### config.mk
export PLATFORM = sky130hd
export DESIGN_NAME = cmdp_top
export DESIGN_NICKNAME = d
export VERILOG_FILES = /design/src/logic/cmdp_pkg.sv /design/src/logic/cmd_buffer.sv /design/src/logic/cmd_fetch.sv /design/src/logic/cmd_exec.sv /design/src/logic/cmd_sequencer.sv /design/src/logic/apb_regs.sv /design/src/logic/cmdp_top.sv
export VERILOG_INCLUDE_DIRS = /design/src /design/src/logic
export SDC_FILE = /design/constraint.sdc
export NUM_CORES = 2
export LEC_CHECK = 0
export BUFFER_PORTS_ARGS = -buffer_cell sky130_fd_sc_hd__buf_2
export CORE_MARGIN = 2
export CORE_UTILIZATION = 41
export CTS_BUF_LIST = sky130_fd_sc_hd__clkbuf_8
export CTS_CLUSTER_SIZE = 8
export DETAILED_ROUTE_END_ITERATION = 7
export PLACE_DENSITY = 0.62
export SETUP_SLACK_MARGIN = 0.4
export SLEW_MARGIN = 40
export SYNTH_ARGS = -nofsm -noshare
export SYNTH_HDL_FRONTEND = slang
export SYNTH_SLANG_ARGS = --single-unit
### constraint.sdc
create_clock -name clk -period 6.65 [get_ports clk]
set_input_delay 0.665 -clock clk [delete_from_list [all_inputs] [get_ports clk]]
set_output_delay 0.665 -clock clk [all_outputs]
set_load 0.05 [all_outputs]
### src/logic/cmdp_defines.svh
`ifndef CMDP_DEFINES_SVH
`define CMDP_DEFINES_SVH

// Command buffer geometry.
`define CMDP_BUF_DEPTH 256  // Words in the command buffer.
`define CMDP_ADDR_W    8    // Buffer address width.

// Working register file.
`define CMDP_NUM_REGS  8    // Registers addressed by arg1 and arg2.

`endif

### src/logic/cmdp_pkg.sv
`include "cmdp_defines.svh"

package cmdp_pkg;

	// Command opcodes. Values not listed are illegal.
	typedef enum logic [7:0] {
		LDI  = 8'h01,  // Load arg2 into register arg1.
		ADD  = 8'h02,
		SUB  = 8'h03,
		XOR  = 8'h04,
		SHL  = 8'h05,
		HALT = 8'hFF   // Ends the run.
	} opcode_e;

	typedef enum logic [1:0] {F_IDLE, F_READ, F_SPLIT, F_DONE} fetch_state_e;

	typedef enum logic [1:0] {S_IDLE, S_FETCH, S_EXEC, S_STOP} seq_state_e;

	// One command word as stored in the buffer.
	typedef struct packed {
		opcode_e    instr;
		logic [2:0] arg1;  // Destination register.
		logic [4:0] arg2;  // Source register or immediate.
	} cmd_t;

	localparam cmd_t CMD_RESET = '{instr: HALT, arg1: 3'd0, arg2: 5'd0};

	typedef struct packed {
		logic        psel;
		logic        penable;
		logic        pwrite;
		logic [11:0] paddr;
		logic [31:0] pwdata;
	} apb_req_t;

	typedef struct packed {
		logic [31:0] prdata;
		logic        pready;
		logic        pslverr;
	} apb_rsp_t;

	typedef struct packed {
		logic                    busy;
		logic                    halted;
		logic                    illegal;
		logic [7:0]              exec_cnt;  // Commands run, wraps at 256.
		logic [`CMDP_ADDR_W-1:0] stop_addr;
	} status_t;

endpackage

### src/logic/cmd_buffer.sv
`timescale 1ns/1ps
`include "cmdp_defines.svh"

module cmd_buffer (
	input  logic                    clk,
	input  logic                    wr_en,
	input  logic [`CMDP_ADDR_W-1:0] wr_addr,
	input  logic [15:0]             wr_data,
	input  logic                    rd_en,
	input  logic [`CMDP_ADDR_W-1:0] rd_addr,
	output cmdp_pkg::cmd_t          rd_data
);

	import cmdp_pkg::*;

	logic [15:0] mem [`CMDP_BUF_DEPTH];  // Command words.

	// Host side write port.
	always_ff @(posedge clk)
	begin
		if (wr_en)
		begin
			mem[wr_addr] <= wr_data;
		end
	end

	// Fetch side read port, word valid one cycle after rd_en.
	always_ff @(posedge clk)
	begin
		if (rd_en)
		begin
			rd_data <= cmd_t'(mem[rd_addr]);
		end
	end

endmodule

### src/logic/cmd_fetch.sv
`timescale 1ns/1ps
`include "cmdp_defines.svh"

module cmd_fetch (
	input  logic                    clk,
	input  logic                    rst,
	input  logic                    load_ptr,
	input  logic [`CMDP_ADDR_W-1:0] start_addr,
	input  logic                    fetch_start,
	input  cmdp_pkg::cmd_t          rd_data,
	output logic                    rd_en,
	output logic [`CMDP_ADDR_W-1:0] rd_addr,
	output cmdp_pkg::cmd_t          cmd,
	output logic                    fetch_done
);

	import cmdp_pkg::*;

	fetch_state_e            state;
	fetch_state_e            next_state;
	logic [`CMDP_ADDR_W-1:0] ptr;  // Address of the next command.

	assign rd_en      = (state == F_READ);
	assign rd_addr    = ptr;
	assign fetch_done = (state == F_DONE);  // Three cycles after start.

	always_comb
	begin
		next_state = state;
		case (state)
			F_IDLE:
			begin
				if (fetch_start)
				begin
					next_state = F_READ;
				end
			end
			F_READ:  next_state = F_SPLIT;  // Buffer read in flight.
			F_SPLIT: next_state = F_DONE;
			F_DONE:  next_state = F_IDLE;
			default: next_state = F_IDLE;
		endcase
	end

	always_ff @(posedge clk or negedge rst)
	begin
		if (!rst)
		begin
			state <= F_IDLE;
			ptr   <= '0;
			cmd   <= CMD_RESET;
		end
		else if (load_ptr)
		begin
			// A new run restarts from the host's address.
			state <= F_IDLE;
			ptr   <= start_addr;
			cmd   <= CMD_RESET;
		end
		else
		begin
			state <= next_state;
			if (state == F_SPLIT)
			begin
				cmd.instr <= rd_data.instr;  // Split word into fields.
				cmd.arg1  <= rd_data.arg1;
				cmd.arg2  <= rd_data.arg2;
				ptr       <= ptr + 1'b1;     // Wraps at buffer end.
			end
		end
	end

endmodule

### src/logic/cmd_exec.sv
`timescale 1ns/1ps
`include "cmdp_defines.svh"

module cmd_exec (
	input  logic           clk,
	input  logic           rst,
	input  logic           clear,
	input  logic           exec_en,
	input  cmdp_pkg::cmd_t cmd,
	input  logic [2:0]     rd_idx,
	output logic [15:0]    rd_val,
	output logic           halt,
	output logic           illegal
);

	import cmdp_pkg::*;

	logic [15:0] regs [`CMDP_NUM_REGS];  // Working registers.
	logic [15:0] dst_val;
	logic [15:0] src_val;
	logic [15:0] result;
	logic        wr;                      // Opcode writes a register.

	assign dst_val = regs[cmd.arg1];
	assign src_val = regs[cmd.arg2[2:0]];
	assign rd_val  = regs[rd_idx];         // Host readback.

	// Opcode decode and ALU.
	always_comb
	begin
		result  = dst_val;
		wr      = 1'b0;
		halt    = 1'b0;
		illegal = 1'b0;
		case (cmd.instr)
			LDI:
			begin
				result = {11'd0, cmd.arg2};
				wr     = 1'b1;
			end
			ADD:
			begin
				result = dst_val + src_val;  // Wraps at 16 bits.
				wr     = 1'b1;
			end
			SUB:
			begin
				result = dst_val - src_val;
				wr     = 1'b1;
			end
			XOR:
			begin
				result = dst_val ^ src_val;
				wr     = 1'b1;
			end
			SHL:
			begin
				result = dst_val << cmd.arg2[3:0];
				wr     = 1'b1;
			end
			HALT:    halt    = exec_en;
			default: illegal = exec_en;
		endcase
	end

	always_ff @(posedge clk or negedge rst)
	begin
		if (!rst)
		begin
			for (int i = 0; i < `CMDP_NUM_REGS; i++)
			begin
				regs[i] <= '0;
			end
		end
		else if (clear)
		begin
			for (int i = 0; i < `CMDP_NUM_REGS; i++)
			begin
				regs[i] <= '0;
			end
		end
		else if (exec_en && wr)
		begin
			regs[cmd.arg1] <= result;  // Visible the next cycle.
		end
	end

endmodule

### src/logic/cmd_sequencer.sv
`timescale 1ns/1ps
`include "cmdp_defines.svh"

module cmd_sequencer (
	input  logic                    clk,
	input  logic                    rst,
	input  logic                    start,
	input  logic [`CMDP_ADDR_W-1:0] start_addr,
	input  logic                    fetch_done,
	input  logic                    halt,
	input  logic                    illegal,
	input  logic [`CMDP_ADDR_W-1:0] rd_addr,
	output logic                    load_ptr,
	output logic                    clear,
	output logic                    fetch_start,
	output logic                    exec_en,
	output cmdp_pkg::status_t       status
);

	import cmdp_pkg::*;

	seq_state_e state;
	seq_state_e next_state;
	logic       run_start;  // Start accepted.
	logic       run_stop;   // Last command of the run.

	assign run_start = start && ((state == S_IDLE) || (state == S_STOP));
	assign run_stop  = (state == S_EXEC) && (halt || illegal);
	assign load_ptr  = run_start;
	assign clear     = run_start;
	assign exec_en   = (state == S_EXEC);  // One cycle per command.

	always_comb
	begin
		next_state = state;
		case (state)
			S_IDLE, S_STOP:
			begin
				if (start)
				begin
					next_state = S_FETCH;
				end
			end
			S_FETCH:
			begin
				if (fetch_done)
				begin
					next_state = S_EXEC;
				end
			end
			S_EXEC:  next_state = run_stop ? S_STOP : S_FETCH;
			default: next_state = S_IDLE;
		endcase
	end

	always_ff @(posedge clk or negedge rst)
	begin
		if (!rst)
		begin
			state       <= S_IDLE;
			fetch_start <= 1'b0;
			status      <= '0;
		end
		else
		begin
			state       <= next_state;
			fetch_start <= run_start || ((state == S_EXEC) && !run_stop);
			if (run_start)
			begin
				status.busy      <= 1'b1;
				status.halted    <= 1'b0;
				status.illegal   <= 1'b0;
				status.exec_cnt  <= '0;
				status.stop_addr <= start_addr;  // Until the run ends.
			end
			else if (state == S_EXEC)
			begin
				status.exec_cnt <= status.exec_cnt + 1'b1;  // Counts the stopper too.
				if (run_stop)
				begin
					status.busy      <= 1'b0;
					status.halted    <= halt;
					status.illegal   <= illegal;
					status.stop_addr <= rd_addr - 1'b1;  // Pointer already advanced.
				end
			end
		end
	end

endmodule

### src/logic/apb_regs.sv
`timescale 1ns/1ps
`include "cmdp_defines.svh"

module apb_regs (
	input  logic                    clk,
	input  logic                    rst,
	input  cmdp_pkg::apb_req_t      apb_req,
	output cmdp_pkg::apb_rsp_t      apb_rsp,
	input  cmdp_pkg::status_t       status,
	input  logic [15:0]             rd_val,
	output logic [2:0]              rd_idx,
	output logic                    wr_en,
	output logic [`CMDP_ADDR_W-1:0] wr_addr,
	output logic [15:0]             wr_data,
	output logic                    start,
	output logic [`CMDP_ADDR_W-1:0] start_addr
);

	import cmdp_pkg::*;

	logic        setup;
	logic        access;
	logic        wr_acc;    // Write in the access phase.
	logic        ctrl_sel;
	logic        stat_sel;
	logic        reg_sel;   // 0x100 register window.
	logic        buf_sel;   // 0x400 buffer window.
	logic [31:0] rd_mux;
	logic [31:0] prdata_q;

	assign setup    = apb_req.psel && !apb_req.penable;
	assign access   = apb_req.psel && apb_req.penable;
	assign wr_acc   = access && apb_req.pwrite;
	assign ctrl_sel = (apb_req.paddr == 12'h000);
	assign stat_sel = (apb_req.paddr == 12'h004);
	assign reg_sel  = (apb_req.paddr[11:5] == 7'h08) && (apb_req.paddr[1:0] == 2'b00);
	assign buf_sel  = (apb_req.paddr[11:10] == 2'b01) && (apb_req.paddr[1:0] == 2'b00);

	assign rd_idx     = apb_req.paddr[4:2];
	assign wr_addr    = apb_req.paddr[`CMDP_ADDR_W+1:2];
	assign wr_data    = apb_req.pwdata[15:0];
	assign wr_en      = wr_acc && buf_sel && !status.busy;
	assign start      = wr_acc && ctrl_sel && apb_req.pwdata[8] && !status.busy;
	assign start_addr = apb_req.pwdata[`CMDP_ADDR_W-1:0];

	always_comb
	begin
		rd_mux = '0;
		if (stat_sel)
		begin
			rd_mux[0]                   = status.busy;
			rd_mux[1]                   = status.halted;
			rd_mux[2]                   = status.illegal;
			rd_mux[15:8]                = status.exec_cnt;
			rd_mux[16 +: `CMDP_ADDR_W] = status.stop_addr;
		end
		else if (reg_sel)
		begin
			rd_mux[15:0] = rd_val;
		end
	end

	// Read data captured in setup, held through access.
	always_ff @(posedge clk or negedge rst)
	begin
		if (!rst)
		begin
			prdata_q <= '0;
		end
		else if (setup && !apb_req.pwrite)
		begin
			prdata_q <= rd_mux;
		end
	end

	assign apb_rsp.prdata  = prdata_q;
	assign apb_rsp.pready  = 1'b1;  // No wait states.
	assign apb_rsp.pslverr = access && (!(ctrl_sel || stat_sel || reg_sel || buf_sel)
		|| (apb_req.pwrite && (stat_sel || reg_sel))
		|| (apb_req.pwrite && buf_sel && status.busy));

endmodule

### src/logic/cmdp_top.sv
`timescale 1ns/1ps
`include "cmdp_defines.svh"

module cmdp_top (
	input  logic               clk,
	input  logic               rst,
	input  cmdp_pkg::apb_req_t apb_req,
	output cmdp_pkg::apb_rsp_t apb_rsp
);

	import cmdp_pkg::*;

	logic                    wr_en;
	logic [`CMDP_ADDR_W-1:0] wr_addr;
	logic [15:0]             wr_data;
	logic                    rd_en;
	logic [`CMDP_ADDR_W-1:0] rd_addr;
	cmd_t                    rd_data;
	cmd_t                    cmd;       // Current decoded command.
	logic                    start;
	logic [`CMDP_ADDR_W-1:0] start_addr;
	logic                    load_ptr;
	logic                    clear;
	logic                    fetch_start;
	logic                    fetch_done;
	logic                    exec_en;
	logic                    halt;
	logic                    illegal;
	status_t                 status;
	logic [2:0]              rd_idx;
	logic [15:0]             rd_val;

	apb_regs i_apb_regs (
		.clk(clk), .rst(rst), .apb_req(apb_req), .apb_rsp(apb_rsp),
		.status(status), .rd_val(rd_val), .rd_idx(rd_idx),
		.wr_en(wr_en), .wr_addr(wr_addr), .wr_data(wr_data),
		.start(start), .start_addr(start_addr)
	);

	cmd_buffer i_cmd_buffer (
		.clk(clk), .wr_en(wr_en), .wr_addr(wr_addr), .wr_data(wr_data),
		.rd_en(rd_en), .rd_addr(rd_addr), .rd_data(rd_data)
	);

	cmd_fetch i_cmd_fetch (
		.clk(clk), .rst(rst), .load_ptr(load_ptr), .start_addr(start_addr),
		.fetch_start(fetch_start), .rd_data(rd_data), .rd_en(rd_en),
		.rd_addr(rd_addr), .cmd(cmd), .fetch_done(fetch_done)
	);

	cmd_exec i_cmd_exec (
		.clk(clk), .rst(rst), .clear(clear), .exec_en(exec_en), .cmd(cmd),
		.rd_idx(rd_idx), .rd_val(rd_val), .halt(halt), .illegal(illegal)
	);

	cmd_sequencer i_cmd_sequencer (
		.clk(clk), .rst(rst), .start(start), .start_addr(start_addr),
		.fetch_done(fetch_done), .halt(halt), .illegal(illegal), .rd_addr(rd_addr),
		.load_ptr(load_ptr), .clear(clear), .fetch_start(fetch_start),
		.exec_en(exec_en), .status(status)
	);

endmodule

Yosys cells after proc, flatten, opt, wreduce, memory -nomap -nowiden --
Memory sizes are Yosys's and may differ from the RTL's. A register that Yosys moved wholly into a read port is not among the register bits. Cells that the tools add are included.
Operators by class: multiplexer cells 40, bitwise logic cells 4, shift-type cells 1, reductions and logical operators 47, $add $sub $neg 5, $lt $le $gt $ge 4, eq/ne operators 18
Operators with widths (number):
- 2-to-1 mux 128 bit | 2
- 2-to-1 mux 16 bit | 10
- binary-select mux 16 bit (select 3 bit) | 3
- bitwise mux 128 bit | 1
- one-hot mux 16 bit (5 select lines) | 1
- demux 16 bit (select 3 bit) | 1
- 2-to-1 mux 8 bit | 5
- 2-to-1 mux 19 bit | 2
- logical AND 1 bit | 20
- adder 16 bit | 1
- adder 8 x 1 -> 8 bit (second input constant) | 2
- equality test 8 x 2 -> 1 bit (second input constant) | 2
- equality test 8 x 3 -> 1 bit (second input constant) | 2
- << shifter 16 x 4 -> 16 bit | 1
- subtractor 16 bit | 1
- bitwise XOR 16 bit | 1
- equality test 12 x 3 -> 1 bit (second input constant) | 1
- greater-or-equal comparator 4 bit (second input constant) | 3
- logical NOT 12 bit | 1
- NOT 3 -> 4 bit | 3
- 2-to-1 mux 2 bit | 5
- logical OR 1 bit | 9
- equality test 2 bit (second input constant) | 4
- equality test 8 x 1 -> 1 bit (second input constant) | 1
- other kinds (20) | 37
Storage, ports and cells: output and inout bits 34, memory bits (writable) 4096, bits in registers 200, input bits 49, memories kept 1, word-level logic and storage cells 141
Memories:
- i_cmd_buffer.mem | words 256, bits a word 16, rd ports 1, clocked after Yosys merged registers in 1, write ports 1, line cmd_buffer.sv:16 | logic [15:0] mem [`CMDP_BUF_DEPTH];

Longest topological paths before layout --
depth in word-level cells 9, depth in mapped cells 22

Modules after synthesis --
From an unflattened synthesis, not the netlist that was laid out.
Second synthesis, totals: cell total of the unflattened synthesis 8775, area, all modules 173037.2 um^2
By module, submodules not included:
- cmd_buffer | instances 1, area each 158874.9 um^2, cells an instance 7360
- cmd_exec | instances 1, area each 10359.9 um^2, cells an instance 1043
- apb_regs | instances 1, area each 1430.1 um^2, cells an instance 135
- cmd_fetch | instances 1, area each 1218.7 um^2, cells an instance 112
- cmd_sequencer | instances 1, area each 1153.6 um^2, cells an instance 125

Worst setup path after synthesis --
Ideal clock, no wire load.
path type flip-flop to flip-flop, start point register i_cmd_fetch.cmd[0] (netlist name), end point register i_cmd_exec.regs[110] (netlist bit), buffers on the path 4, path slack 1.790 ns, data required time 6.529 ns, arrival time 4.739 ns, cell stages (with the launch flop) 20, library setup time 0.121 ns, path through dfrtp_1 -> buf_4 -> buf_4 -> buf_1 -> clkbuf_1 -> mux4_2 -> nand2_1 -> and2_1 -> ha_1 -> nor2_1 -> xnor2_1 -> ha_1 -> a21oi_1 -> o21ai_0 -> o41ai_1 -> o21ai_0 -> o41ai_1 -> xor2_1 -> o211ai_2 -> a22o_1
Between the ends: longest elaborated chain between the ends 9
RTL lines:
- NOT 3 -> 4 bit (implied by the code) | line cmd_exec.sv:25 | assign src_val = regs[cmd.arg2[2:0]];
- binary-select mux 16 bit (select 3 bit) | line cmd_exec.sv:25
- 2-to-1 mux 16 bit (implied by the code) (2 in a row) | line cmd_exec.sv:25
- subtractor 16 bit, or another cell as far along | line cmd_exec.sv:48 | result = dst_val - src_val;
- one-hot mux 16 bit (5 select lines) * | line cmd_exec.sv:35 | case (cmd.instr)
- bitwise mux 128 bit * | line cmd_exec.sv:84 | regs[cmd.arg1] <= result;
- 2-to-1 mux 128 bit * | line cmd_exec.sv:82 | else if (exec_en && wr)
- 2-to-1 mux 128 bit * | line cmd_exec.sv:75 | else if (clear)
- end signal: indexed assignment | line cmd_exec.sv:84
- end: declaration | line cmd_exec.sv:18 | logic [15:0] regs [`CMDP_NUM_REGS];
Every way passes the cells marked *; elsewhere a longest branch is shown, timed or not. The select of a mux whose other input is x is not followed. A chain may end at the register's enable or synchronous reset.

Worst setup path in the final report --
start point register i_cmd_fetch.cmd[1] (netlist name), end point register i_cmd_exec.regs[63] (netlist bit)
Between the ends: longest elaborated chain between the ends 9
RTL lines (line):
- NOT 3 -> 4 bit (implied by the code) | cmd_exec.sv:25
- binary-select mux 16 bit (select 3 bit) | cmd_exec.sv:25
- 2-to-1 mux 16 bit (implied by the code) (2 in a row) | cmd_exec.sv:25
- subtractor 16 bit, or another cell as far along | cmd_exec.sv:48
- one-hot mux 16 bit (5 select lines) * | cmd_exec.sv:35
- bitwise mux 128 bit * | cmd_exec.sv:84
- 2-to-1 mux 128 bit * | cmd_exec.sv:82
- 2-to-1 mux 128 bit * | cmd_exec.sv:75
Marked as above.

==> summary.txt <==
Status
  – Status: complete, no violations

Setup path
  – Largest stage delay on the critical path: 800 ps
  – Worst-case reg-to-reg path depth: 14
  – CP max stage cell: dfrtp_4
  – Critical Path AT: 6410 ps
  – CP Max Fanout: 34
  – Critical Path Source Type: flip-flop
  – CP required: 7680 ps
  – CP Capture Type: flip-flop
  – FF-to-FF setup slack: 1270 ps
  – Worst path cell trace: mux4_2, mux2i_1, and4_1, and3b_1, a41oi_1, xor2_1, ha_1, nand3_1, o22ai_1, a311oi_1, o31ai_1, nor2_1, a221oi_4, o21ai_1
  – WS Path Type: reg2reg

Final layout
  – Fillers: 33800
  – Final instance area: 193000 sq um
  – Share of layout cells above drive strength 1: 0.324
  – P&R area growth vs syn: 13.1%
  – Layout Nets: 8348

Floorplan
  – Core area: 413000 sq um
  – DIE AREA: 420000 sq um
  – Std cell rows: 236
  – Die height: 648 um
  – Die X: 648 um
  – IO Pins: 83
  – Initial core utilization: 0.412

Yosys
  – Number of synthesized flops with an enable pin: 4112
  – Share of the synthesized area in the top cell type: 0.725
  – Flop and latch count out of synthesis: 4312
  – Post-Syn Area: 170000 sq um
  – Top cells by area, synth: edfxtp_1 73%, mux4_2 19%, dfrtp_1 2.8%, nor2_1 0.79%, clkbuf_1 0.54%
  – Area leader, netlist: edfxtp_1
  – Synth top cells by count: 4112 x edfxtp_1, 1441 x mux4_2, 358 x nor2_1
  – Syn_area_per_cell: 22.7 sq um
  – Synth Flop Type: edfxtp_1
  – Register area share after synthesis: 0.755
  – Post-synth ARST share: 0.0464
  – Yosys warning total: 0
  – Cell variety after synth: 85
  – Most frequent cell after synthesis: edfxtp_1
  – Gate Count Post-Synth: 7491

CTS
  – CTS tree: yes
  – Maximum root-to-sink buffer count: 4
  – Clock sink count: 4312
  – CTS Buf Count: 687
  – Max H-tree Level: 6
  – Clock insertion delay at the later pin of the skew report: 1190 ps
  – Post-CTS Setup Repair Bufs: 0
  – Clk pin slew, worst setup/hold paths: 70 ps
  – Clk root buf: clkbuf_8

GRT
  – Global Route Usage Sum: 0.203
  – Vias in the first global route: 84400
  – Largest net degree at the start of global routing: 177
  – Initial antenna violation count: 28
  – Total grt overflow: 0
  – First-pass GRT wire length: 614 mm

Drt
  – DR vias: 82600
  – Post-route ant nets: 0
  – WL/cell: 30.3 um
  – DR DRC count: 0
  – Routed wire length: 432 mm
  – DRT iter0 DRCs: 10200
  – DR pass1 iterations: 8
  – Vias/cell: 5.80

STA
  – RSZ-0062 raised after global routing: no
  – Setup Skew: 66.7 ps
  – Setup violators final: 0
  – Hold_ws: 76.5 ps
  – Max Clock Freq: 186 MHz
  – Final Hold Vio Count: 0
  – Pins over their slew limit: 0
  – Final critical-path required period: 5380 ps
  – Period Utilization, post-route: 0.809
  – Worst-margin pin slew: 943 ps
  – Headroom to the max-slew limit: 0.371
  – Setup TNS Final: 0 ps

Hold path
  – Min-delay worst type: in2async

Power and ir drop
  – Combinational Power Share: 0.013
  – VDD IR max: 0.210 mV
  – Cell internal pwr: 39.8 mW
  – Sw Ratio: 0.215
  – Pwr Density: 263 nW/um^2
  – NetSw: 10.9 mW
  – Seq pwr share: 0.587
  – Clk pwr share: 0.400
  – Leakage: 63.5 nW

Place
  – Dpl hpwl: 252 mm
  – RD Place Congestion: 0.861
  – I/O Buffers: 57
  – DP Area: 180000 sq um

Flow run
  – Max cap viols: 0
metal layers:
layer	up-vias	global-route usage	wire length (um)
met1	44600	0.286	176000
li1	33500	-	-
met3	699	0.0441	39000
met2	3777	0.320	204000
met5	-	0.00393	40
met4	6	0.0615	12900
layout make-up:
| cell class | instances | area, sq um | share of cell area |
|---|---|---|---|
| Antenna cell | 20 | 50.0 | 0.000260 |
| Clock buffer | 702 | 9660 | 0.0502 |
| Clock inverter | 467 | 2320 | 0.0121 |
| Inverter | 32 | 120 | 0.000624 |
| Multi-Input combinational cell | 2717 | 40100 | 0.208 |
| Sequential cell | 4312 | 129000 | 0.668 |
| Tap cell | 5474 | 6850 | 0.0356 |
| Timing Repair Buffer | 521 | 4930 | 0.0256 |
power groups by stage:
stage	sequential (mW)	clock [mW]	combinational, mW
final	29.7	20.3	0.667
after global routing	29.7	21.8	0.711
after CTS	29.7	20.7	0.641
after detailed placement	30.3	0	0.631
after global placement	30.3	0	0.569
after floorplan	30.3	0	0.0563
critical path, delay by kind of cell (launching register included):
kind,cells,cell delay [ps]
fa+ha+maj,1,460
xor+xnor,1,230
flops,1,800
compound gates,6,1690
mux,2,1050
simple gates,4,950
sequential cells by signal, indices dropped and copies added, names as in the netlist, 8 cells and up:
name	cells
i_apb_regs.prdata_q	24
i_cmd_buffer.mem	4096
i_cmd_buffer.rd_data	16
i_cmd_exec.regs	128
i_cmd_fetch.cmd	16
i_cmd_fetch.rd_addr	8
i_cmd_sequencer.status	19
layout by cell type, fill, tap and decap left out, drive strengths merged, types with 50 or more instances in the layout:
| cell | Yosys | final |
|---|---|---|
| a22o | 50 | 50 |
| clkinv | 1 | 141 |
| dfrtp | 192 | 192 |
| mux4 | 1443 | 1443 |
| clkbuf | 246 | 707 |
| mux2i | 74 | 74 |
| a21oi | 71 | 71 |
| buf | 191 | 495 |
| inv | 31 | 343 |
| o21ai | 139 | 139 |
| nor2 | 358 | 358 |
| nand2 | 216 | 216 |
| edfxtp | 4112 | 4112 |
metrics by stage:
step | setup WS (ps) | instances | utilization | total power [mW]
6_report | 1270 | 14200 | 0.466 | 50.7
5_1_grt | 977 | 14200 | 0.466 | 52.3
4_1_cts | 1310 | 14200 | 0.465 | 51.1
3_5_place_dp | 1400 | 13000 | 0.435 | 30.9
3_3_place_gp | 1090 | 13000 | 0.434 | 30.9
2_1_floorplan | 1790 | 7498 | - | 30.4
path summary, 6_finish.rpt:
check	startpoint	to
max	i_cmd_fetch.cmd[1]$_DFFE_PN0P_	i_cmd_exec.regs[63]$_DFFE_PN0P_
min	rst	i_apb_regs.prdata_q[0]$_DFFE_PN0P_
max reg2reg	i_cmd_fetch.cmd[1]$_DFFE_PN0P_	i_cmd_exec.regs[63]$_DFFE_PN0P_
min reg2reg	i_apb_regs.prdata_q[9]$_DFFE_PN0P_	i_apb_regs.prdata_q[9]$_DFFE_PN0P_
max in group asynchronous	rst	i_cmd_exec.regs[55]$_DFFE_PN0P_
min in group clk	apb_req[40]	i_cmd_sequencer.state[0]$_DFFE_PN0P_
cells by family (layout without fill, tap and decap cells):
kind of cell	after synthesis	after routing	synth area share
AO/OA/AOI/OAI	371	371	0.0142
buffers and inverters	469	1722	0.0119
AND/OR/NAND/NOR	736	736	0.0186
flip-flops	4312	4312	0.755
other	2	29	0.0000441
adder cells (fa/ha/maj)	28	28	0.00210
multiplexers	1527	1527	0.196
XOR/XNOR	46	46	0.00237
what timing repair did:
action,CTS,global route
hold buffers,21,0
endpoints found under the hold margin,1016,0
gates resized for setup,0,0
endpoints found under the setup margin,0,0
No activity file was read; power rests on OpenSTA's default activity.
